### src/source/aes_pkg.sv
// AES accelerator shared definitions
// Word, byte and op types, substitution FSM states, field constants
// and the xtime doubling used by the S-box and column mixing

`default_nettype none

package aes_pkg;

    // Types
    // --------------------
    typedef logic [31:0] word_t;                    // Source or result register word
    typedef logic [7:0]  byte_t;                    // One AES state byte
    typedef logic [1:0]  aes_op_t;                  // Instruction selector

    localparam aes_op_t op_sub    = 2'd0;           // SubBytes
    localparam aes_op_t op_subrot = 2'd1;           // SubBytes plus RotWord
    localparam aes_op_t op_mix    = 2'd2;           // MixColumns, one column

    // Multi-cycle substitution, one lookup per state
    typedef enum logic [1:0] {
        lookup_0 = 2'd0,                            // Byte 0 lookup
        lookup_1 = 2'd1,                            // Byte 1 lookup
        lookup_2 = 2'd2,                            // Byte 2 lookup
        lookup_3 = 2'd3                             // Byte 3 lookup, ready
    } sub_state_t;

    // Field constants
    // --------------------
    localparam byte_t mix_poly   = 8'h1b;           // x^8 + x^4 + x^3 + x + 1, low byte
    localparam byte_t affine_fwd = 8'h63;           // Forward affine offset
    localparam byte_t affine_inv = 8'h05;           // Inverse affine offset

    // Multiply by x in GF(2^8)
    function automatic byte_t xtime(input byte_t b);
        return {b[6:0], 1'b0} ^ (b[7] ? mix_poly : 8'h00); // Reduce on carry out
    endfunction

endpackage

`default_nettype wire
### src/source/aes_unit.sv
// AES instruction accelerator top level
// Decodes the issued op, raises valid on the addressed unit and
// returns that unit's ready and result

`default_nettype none

module aes_unit #(
    parameter bit FAST = 1'b0                       // Substitution build select
) (
    input  logic            clock,
    input  logic            reset,
    input  logic            flush,                  // One-cycle clear pulse
    input  logic            valid,                  // Held until ready
    input  aes_pkg::aes_op_t op,
    input  logic            enc,                    // Encrypt direction when set
    input  aes_pkg::word_t  rs1,
    input  aes_pkg::word_t  rs2,
    output logic            ready,
    output aes_pkg::word_t  result
);

    // Op decode
    // --------------------
    logic           is_sub;                         // op_sub or op_subrot
    logic           is_mix;
    logic           sub_valid;
    logic           sub_rot;
    logic           sub_ready;
    logic           mix_valid;
    logic           mix_ready;
    aes_pkg::word_t sub_result;
    aes_pkg::word_t mix_result;

    assign is_sub    = (op == aes_pkg::op_sub) || (op == aes_pkg::op_subrot);
    assign is_mix    = (op == aes_pkg::op_mix);
    assign sub_valid = valid && is_sub;
    assign sub_rot   = (op == aes_pkg::op_subrot); // RotWord form
    assign mix_valid = valid && is_mix;

    aes_sub #(
        .FAST (FAST)
    ) u_sub (
        .clock  (clock),
        .reset  (reset),
        .flush  (flush),
        .valid  (sub_valid),
        .rs1    (rs1),
        .rs2    (rs2),
        .enc    (enc),
        .rot    (sub_rot),
        .ready  (sub_ready),
        .result (sub_result)
    );

    aes_mix u_mix (
        .valid  (mix_valid),
        .rs1    (rs1),
        .rs2    (rs2),
        .enc    (enc),
        .ready  (mix_ready),
        .result (mix_result)
    );

    // Return path from the addressed unit
    assign ready  = is_mix ? mix_ready : sub_ready;
    assign result = is_mix ? mix_result : sub_result;

endmodule

`default_nettype wire

### src/source/aes_mix.sv
// AES MixColumns instruction unit
// Mixes one column taken from rs1 and rs2, forward or inverse,
// completing in the cycle valid is high

`default_nettype none

module aes_mix (
    input  logic           valid,                   // Instruction present
    input  aes_pkg::word_t rs1,                     // Column bytes 0 and 1
    input  aes_pkg::word_t rs2,                     // Column bytes 2 and 3
    input  logic           enc,                     // Forward mix when set
    output logic           ready,
    output aes_pkg::word_t result
);

    // Column and its multiples
    // --------------------
    aes_pkg::byte_t col   [4];
    aes_pkg::byte_t m2    [4];
    aes_pkg::byte_t m3    [4];
    aes_pkg::byte_t m4    [4];
    aes_pkg::byte_t m8    [4];
    aes_pkg::byte_t m9    [4];
    aes_pkg::byte_t m11   [4];
    aes_pkg::byte_t m13   [4];
    aes_pkg::byte_t m14   [4];
    aes_pkg::byte_t mixed [4];                      // Output column

    assign col[0] = rs1[7:0];
    assign col[1] = rs1[15:8];
    assign col[2] = rs2[23:16];
    assign col[3] = rs2[31:24];

    for (genvar i = 0; i < 4; i++) begin : g_mult
        assign m2[i]  = aes_pkg::xtime(col[i]);     // Doubling chain
        assign m4[i]  = aes_pkg::xtime(m2[i]);
        assign m8[i]  = aes_pkg::xtime(m4[i]);
        assign m3[i]  = m2[i] ^ col[i];
        assign m9[i]  = m8[i] ^ col[i];
        assign m11[i] = m8[i] ^ m2[i] ^ col[i];
        assign m13[i] = m8[i] ^ m4[i] ^ col[i];
        assign m14[i] = m8[i] ^ m4[i] ^ m2[i];
    end

    // Row of the mix matrix, rotated per output byte
    // --------------------
    for (genvar i = 0; i < 4; i++) begin : g_row
        assign mixed[i] = enc
            ? (m2[i] ^ m3[(i + 1) % 4] ^ col[(i + 2) % 4] ^ col[(i + 3) % 4])  // 2 3 1 1
            : (m14[i] ^ m11[(i + 1) % 4] ^ m13[(i + 2) % 4] ^ m9[(i + 3) % 4]); // 14 11 13 9
    end

    assign ready  = valid;                          // Purely combinational
    assign result = {mixed[3], mixed[2], mixed[1], mixed[0]};

endmodule

`default_nettype wire

### src/source/aes_sub.sv
// AES SubBytes instruction unit
// Four S-box lookups on bytes picked from rs1 and rs2, optional RotWord.
// FAST=1 uses four S-boxes and completes in the valid cycle,
// FAST=0 shares one S-box over four cycles

`default_nettype none

module aes_sub #(
    parameter bit FAST = 1'b0                       // Single-cycle build when set
) (
    input  logic           clock,
    input  logic           reset,
    input  logic           flush,                   // Clears partial work
    input  logic           valid,                   // Held until ready
    input  aes_pkg::word_t rs1,
    input  aes_pkg::word_t rs2,
    input  logic           enc,                     // Forward S-box when set
    input  logic           rot,                     // Pack as SubWord plus RotWord
    output logic           ready,                   // Result valid this cycle
    output aes_pkg::word_t result
);

    // Source byte selection, shared by both builds
    aes_pkg::byte_t src [4];

    assign src[0] = rs1[7:0];
    assign src[1] = rs2[15:8];
    assign src[2] = rs1[23:16];
    assign src[3] = rs2[31:24];

    if (FAST) begin : g_fast

        // Single-cycle build
        // --------------------
        aes_pkg::byte_t sb_in  [4];
        aes_pkg::byte_t sb_out [4];

        for (genvar i = 0; i < 4; i++) begin : g_lane
            assign sb_in[i] = src[i] & {8{valid}};  // Quiet S-box when idle

            aes_sbox u_sbox (
                .in  (sb_in[i]),
                .inv (!enc),
                .out (sb_out[i])
            );
        end

        assign ready  = valid;
        assign result = rot ? {sb_out[2], sb_out[1], sb_out[0], sb_out[3]}
                            : {sb_out[3], sb_out[2], sb_out[1], sb_out[0]};

    end else begin : g_multi

        // Multi-cycle build
        // --------------------
        aes_pkg::sub_state_t state;                 // Current lookup
        aes_pkg::sub_state_t state_next;
        aes_pkg::byte_t      sel_byte;              // Byte for this lookup
        aes_pkg::byte_t      sbox_in;
        aes_pkg::byte_t      sbox_out;
        aes_pkg::byte_t      b_0;                   // Stored lookup results
        aes_pkg::byte_t      b_1;
        aes_pkg::byte_t      b_2;

        always_comb begin
            case (state)
                aes_pkg::lookup_0: sel_byte = src[0];
                aes_pkg::lookup_1: sel_byte = src[1];
                aes_pkg::lookup_2: sel_byte = src[2];
                default:           sel_byte = src[3];
            endcase
        end

        assign sbox_in = sel_byte & {8{valid}};     // Masked when idle

        aes_sbox u_sbox (
            .in  (sbox_in),
            .inv (!enc),
            .out (sbox_out)
        );

        assign ready = valid && (state == aes_pkg::lookup_3); // Fourth valid cycle

        always_comb begin
            case (state)
                aes_pkg::lookup_0: state_next = aes_pkg::lookup_1;
                aes_pkg::lookup_1: state_next = aes_pkg::lookup_2;
                default:           state_next = aes_pkg::lookup_3; // Hold at last
            endcase
        end

        always_ff @(posedge clock) begin
            if (reset || flush) begin
                state <= aes_pkg::lookup_0;
            end else if (valid && !ready) begin
                state <= state_next;                // Step once per held cycle
            end
        end

        always_ff @(posedge clock) begin
            if (reset || flush) begin
                b_0 <= '0;
                b_1 <= '0;
                b_2 <= '0;
            end else if (valid) begin
                case (state)
                    aes_pkg::lookup_0: b_0 <= sbox_out;
                    aes_pkg::lookup_1: b_1 <= sbox_out;
                    aes_pkg::lookup_2: b_2 <= sbox_out;
                    default:           ;        // Byte 3 taken live
                endcase
            end
        end

        assign result = rot ? {b_2, b_1, b_0, sbox_out}
                            : {sbox_out, b_2, b_1, b_0};

    end

endmodule

`default_nettype wire

### src/source/aes_sbox.sv
// AES S-box, forward and inverse
// Field inverse as x^254 through a square and multiply chain,
// wrapped by the affine map or its inverse. No lookup table

`default_nettype none

module aes_sbox (
    input  aes_pkg::byte_t in,                      // Byte to substitute
    input  logic           inv,                     // Inverse lookup when set
    output aes_pkg::byte_t out                      // Substituted byte
);

    // Field helpers
    // --------------------

    // Shift and add multiply, reduced each step
    function automatic aes_pkg::byte_t gf_mul(
        input aes_pkg::byte_t a,
        input aes_pkg::byte_t b
    );
        aes_pkg::byte_t acc;
        aes_pkg::byte_t sh;
        acc = '0;
        sh  = a;
        for (int i = 0; i < 8; i++) begin
            if (b[i]) begin
                acc = acc ^ sh;                     // Add this power of a
            end
            sh = aes_pkg::xtime(sh);                // Next a * x^i
        end
        return acc;
    endfunction

    // Rotate left by k bits
    function automatic aes_pkg::byte_t rotl(
        input aes_pkg::byte_t b,
        input int unsigned    k
    );
        return aes_pkg::byte_t'((b << k) | (b >> (8 - k)));
    endfunction

    // b_i ^ b_(i+4) ^ b_(i+5) ^ b_(i+6) ^ b_(i+7) ^ c_i
    function automatic aes_pkg::byte_t fwd_affine(input aes_pkg::byte_t b);
        return b ^ rotl(b, 1) ^ rotl(b, 2) ^ rotl(b, 3) ^ rotl(b, 4)
                 ^ aes_pkg::affine_fwd;
    endfunction

    // b_(i+2) ^ b_(i+5) ^ b_(i+7) ^ d_i
    function automatic aes_pkg::byte_t inv_affine(input aes_pkg::byte_t b);
        return rotl(b, 1) ^ rotl(b, 3) ^ rotl(b, 6) ^ aes_pkg::affine_inv;
    endfunction

    // Datapath
    // --------------------
    aes_pkg::byte_t field_in;                       // Operand of the field inverse
    aes_pkg::byte_t x2;
    aes_pkg::byte_t x3;
    aes_pkg::byte_t x6;
    aes_pkg::byte_t x12;
    aes_pkg::byte_t x15;
    aes_pkg::byte_t x30;
    aes_pkg::byte_t x60;
    aes_pkg::byte_t x120;
    aes_pkg::byte_t x240;
    aes_pkg::byte_t x252;
    aes_pkg::byte_t x254;                           // Multiplicative inverse, 0 maps to 0

    assign field_in = inv ? inv_affine(in) : in;    // Inverse path undoes affine first

    // Addition chain for x^254
    assign x2   = gf_mul(field_in, field_in);
    assign x3   = gf_mul(x2, field_in);
    assign x6   = gf_mul(x3, x3);
    assign x12  = gf_mul(x6, x6);
    assign x15  = gf_mul(x12, x3);
    assign x30  = gf_mul(x15, x15);
    assign x60  = gf_mul(x30, x30);
    assign x120 = gf_mul(x60, x60);
    assign x240 = gf_mul(x120, x120);
    assign x252 = gf_mul(x240, x12);                // 240 + 12
    assign x254 = gf_mul(x252, x2);                 // 252 + 2

    assign out = inv ? x254 : fwd_affine(x254);     // Forward path applies affine last

endmodule

`default_nettype wire

### config.mk
export PLATFORM = sky130hd
export DESIGN_NAME = aes_unit
export DESIGN_NICKNAME = d
export VERILOG_FILES = /design/src/source/aes_pkg.sv /design/src/source/aes_unit.sv /design/src/source/aes_mix.sv /design/src/source/aes_sub.sv /design/src/source/aes_sbox.sv
export SDC_FILE = /design/constraint.sdc
export NUM_CORES = 1
export LEC_CHECK = 0
export BUFFER_PORTS_ARGS = -buffer_cell sky130_fd_sc_hd__buf_2
export CAP_MARGIN = 20
export CORE_UTILIZATION = 66
export CTS_CLUSTER_DIAMETER = 150
export DETAILED_ROUTE_END_ITERATION = 10
export PLACE_DENSITY = 0.83
export SLEW_MARGIN = 20
export SYNTH_ARGS = -nofsm -noshare
export SYNTH_HDL_FRONTEND = slang
export SYNTH_HIERARCHICAL = 1
export SYNTH_SLANG_ARGS = --single-unit
### constraint.sdc
create_clock -name clock -period 68.5 [get_ports clock]
set_clock_uncertainty 0.05 [all_clocks]
set_input_delay 6.85 -clock clock [delete_from_list [all_inputs] [get_ports clock]]
set_output_delay 6.85 -clock clock [all_outputs]
set_load 0.02 [all_outputs]
==> summary by stage <==
Outcome
The flow ran to the end, and the final reports show no timing, DRC or antenna violations.

Global routing
Across every metal layer, demand over resource in global routing totals 31.8%. After global routing the overflow that remains totals 0. The number of antenna violations at the first check in global routing is 0. Entering global routing, the biggest net connects 42 pins. The first global-routing pass estimated 70000 um of wire. The via count of the first global-routing pass is 13800.

Cells and area
The sequential cell area is 520 um^2. The post-route standard cell area excluding fillers is 0.0178 mm^2. The final antenna diode count is 0.

The area of the multi-input gates is 0.0160 mm^2. For this run, the number of standard cells in the final layout without fillers is 2313. The number of nets in the final layout is 2057. The area added between synthesis and finish is 2.09%. The ratio of cells with drive above 1 in the final layout is 15.7%.

After filler insertion, the fill cell instance count of the layout stands at 2037.

Setup path
The type of element capturing the critical path is an output port. Broken down by cell family, the worst path's largest delay share belongs to XOR/XNOR gates. Of all nets on the critical path, the largest fanout is 28. Data on the critical path arrives at its endpoint at 31.50 ns. The count of buffering cells on the critical path with inverters included is 9.

The slowest stage cell on the critical path is sky130_fd_sc_hd__xnor3_1. For the worst setup path, the data required time is 61.60 ns. The critical path is of the in -> out type.

In this run the worst setup path begins at op[1]. The worst register-to-register path begins at u_sub/g_multi.state[1]. On the worst path, the slowest cell contributes a delay of 0.84 ns. The critical path startpoint category is an input pin.

Yosys
In this run the cell area of the synthesized design comes to 0.0174 mm^2. The count of flip-flops with a built-in enable after synthesis is 0. The average instance in the mapped netlist occupies 8.69 um^2. The cell count after synthesis came out at 2003. The parity-gate share of the synthesized area counting xor and xnor cells is 49.7%. The total nets after synthesis is 2081. Yosys printed 6 warnings. The multiplexer share of the synthesized area is 11.2%. The synthesized design contains 26 register bits. In the synthesized netlist the async set-or-reset flop fraction comes to 0%. The share of synthesized cell area in full adder, half adder and majority cells is 0.503%.

After synthesis, the largest family of logic cells by area is XOR/XNOR gates. The synthesized netlist devotes 16.4% of its cell area to simple gates. The post-synthesis compound-gate area fraction is 13.8%. For this run, the leading register cell type out of synthesis is sky130_fd_sc_hd__dfxtp_1. The unique cell type count in the Yosys netlist is 116.

After synthesis, flip-flops and latches occupy 2.99% of the total area.

Clocking
The count of instances resized after the clock tree is built is 0. The clock drives 26 sinks. After clock tree synthesis, the clock-pin slew on the worst setup and hold paths is 0.06 ns. The number of clock buffers added by TritonCTS is 3. The clock passes through at most 2 buffers. The TritonCTS clock tree is done.

The number of setup buffers added after CTS is 0. The master cell of the clock root buffer is sky130_fd_sc_hd__clkbuf_16. The number of hold-repair buffers added at the cts stage is 0. The clock latency of the later-clocked register in the worst-skew pair is 0.26 ns. The number of levels in the clock H-tree is 1.

Routing
In the final routed layout, each cell accounts on average for 18.9 um. The mean number of vias per cell is 6.32. For this block, the initial DRC count from the detailed router was 1373.

The routed wire length is 43700 um. After detailed routing, the number of remaining DRC violations is 0. The first detailed-routing pass took 5 iterations. The remaining number of nets flagged by the antenna check after routing is 0. The count of vias placed by the detailed router is 14600.

Placement
Input and output buffers added on the ports amount to 87. Summing all placed instances gives a cell area of 0.0177 mm^2. The sum of net half-perimeters after detailed placement is 32600 um. The number of placed instances, taps included is 2309.

The final estimated routing congestion in global placement is 0.956.

Timing
Setup violations remaining at the end of the flow were counted as 0. The worst hold slack is 0.523 ns. Adding up every negative setup slack in the final design gives 0 ns. The actual slew at the worst max-slew pin is 1.05 ns. The hold violation total from the final report is 0. The portion of the clock cycle consumed by the worst path in the final layout is 56.1%.

The worst path in the final design needs a cycle of 38.40 ns, including I/O delays and setup. The final count of pins violating max slew was 0. In this run the tightest slew margin relative to its limit is 29.9%. The maximum clock rate is 26.0 MHz. Setup repair after global routing left no endpoint under its margin.

Flow run
The count of max-cap constraint violations is 0.

Floorplanning
The placeable core area is 0.0260 mm^2. For this design the top-level I/O count stands at 104. The die covers 0.0270 mm^2. The number of rows in the core area is 59. The starting density of the core is 67.0%. The die span in y is 164 um. Measured along the x axis, the die boundary spans 164 um.

Hold path
The min-delay analysis places its worst path in the category reg -> reg. The worst hold path begins at u_sub/g_multi.b_2[1].
==> synthesized netlist by cell type, drive strengths merged (6+ instances only) <==
master	n	area, um^2
o211a	10	100
dfxtp	26	521
ha	7	87.6
and2	18	113
xnor3	114	2590
o21ai	71	363
buf	85	588
a211oi	15	113
inv	27	104
xor3	29	702
a21oi	66	364
nor4	8	50.1
xor2	126	1220
mux2	81	1020
or4	8	71.3
a22oi	11	82.6
o221ai	7	73.8
mux2i	90	930
nor2b	14	95.1
a21o	9	67.6
o21a	6	45.0
or3b	33	289
xnor2	438	4140
and3	12	75.1
o22ai	25	156
nor2	211	810
clkbuf	63	239
o211ai	17	141
a21boi	7	56.3
nand2b	13	81.3
nor3	32	165
nand3	29	145
nand2	160	603
a31oi	8	65.1
or3	15	93.8
a221oi	11	131
nand3b	6	45.0
==> layout by cell type (no fill, tap or decap), types with 14 or more instances in the layout <==
cell	synthesis	layout
sky130_fd_sc_hd__xnor2_1	401	400
sky130_fd_sc_hd__nor2_1	206	206
sky130_fd_sc_hd__nand2_1	159	159
sky130_fd_sc_hd__xor2_1	113	113
sky130_fd_sc_hd__xnor3_1	99	99
sky130_fd_sc_hd__buf_2	50	87
sky130_fd_sc_hd__mux2i_1	87	87
sky130_fd_sc_hd__a21oi_1	61	61
sky130_fd_sc_hd__o21ai_0	52	52
sky130_fd_sc_hd__xnor2_2	35	36
sky130_fd_sc_hd__buf_4	18	32
sky130_fd_sc_hd__mux2_2	31	31
sky130_fd_sc_hd__nor3_1	31	31
sky130_fd_sc_hd__mux2_4	29	29
sky130_fd_sc_hd__or3b_1	29	29
sky130_fd_sc_hd__nand3_1	29	29
sky130_fd_sc_hd__dfxtp_1	26	26
sky130_fd_sc_hd__o22ai_1	25	25
sky130_fd_sc_hd__xor3_1	21	21
sky130_fd_sc_hd__mux2_1	21	21
sky130_fd_sc_hd__inv_1	18	18
sky130_fd_sc_hd__and2_1	17	17
sky130_fd_sc_hd__o21ai_1	17	17
sky130_fd_sc_hd__o211ai_1	16	16
sky130_fd_sc_hd__a211oi_1	15	15
sky130_fd_sc_hd__or3_1	15	15
sky130_fd_sc_hd__xnor3_2	14	14
==> path summary, 6_finish.rpt <==
path                          end  slack, ns  cells after the start
max                     result[7]      30.10                     72
min reg2reg  u_sub/g_multi.b_2[1]       0.52                      2
min          u_sub/g_multi.b_2[1]       0.52                      2
max reg2reg  u_sub/g_multi.b_0[7]      43.60                     69
==> tightest hold or removal path, delay by kind of cell (launching register included) <==
family	cells	cell delay, ns
flip-flops	1	0.32
multiplexers	1	0.05
AND/OR/NAND/NOR	1	0.16
==> state kept, by name, indices dropped and copies added, names as in the netlist <==
name,flops
u_sub/g_multi.b_0,8
u_sub/g_multi.b_1,8
u_sub/g_multi.b_2,8
u_sub/g_multi.state,2
==> routing by layer <==
layer / global-route usage, % / up-vias / share of wire, %
met4: 8.33 / 0 / 2.3
met1: 43.4 / 7015 / 43
met3: 1.72 / 95 / 6.2
met2: 54.7 / 585 / 48
met5: 0 / - / 0
li1: - / 6912 / -
==> stage by stage <==
| stage | utilization, % | setup WS [ns] |
|---|---|---|
| after detailed placement | 68.0 | 30.42 |
| after global placement | 68.0 | 30.88 |
| final | 68.4 | 30.10 |
| after CTS | 68.4 | 30.36 |
| after global routing | 68.4 | 28.82 |
| after floorplan | - | 34.47 |
==> area by class of cell <==
class | count | share of cell area, %
multi-input cells | 1802 | 89.8
repair buffers | 119 | 3.80
clock buffers | 4 | 0.500
well taps | 335 | 2.36
inverters | 27 | 0.585
flip-flops and latches | 26 | 2.93
==> cells by family (layout without fill, tap and decap cells) <==
kind of cell,count (synthesis),in the layout
fa+ha+maj,7,7
flops,26,26
mux,171,171
xor+xnor,707,707
simple gates,587,587
compound gates,330,330
buf+inv,175,150
Power is left out: the tool's default activity adds up to more than one toggle a clock period on the data nets, which glitch-free logic cannot reach.
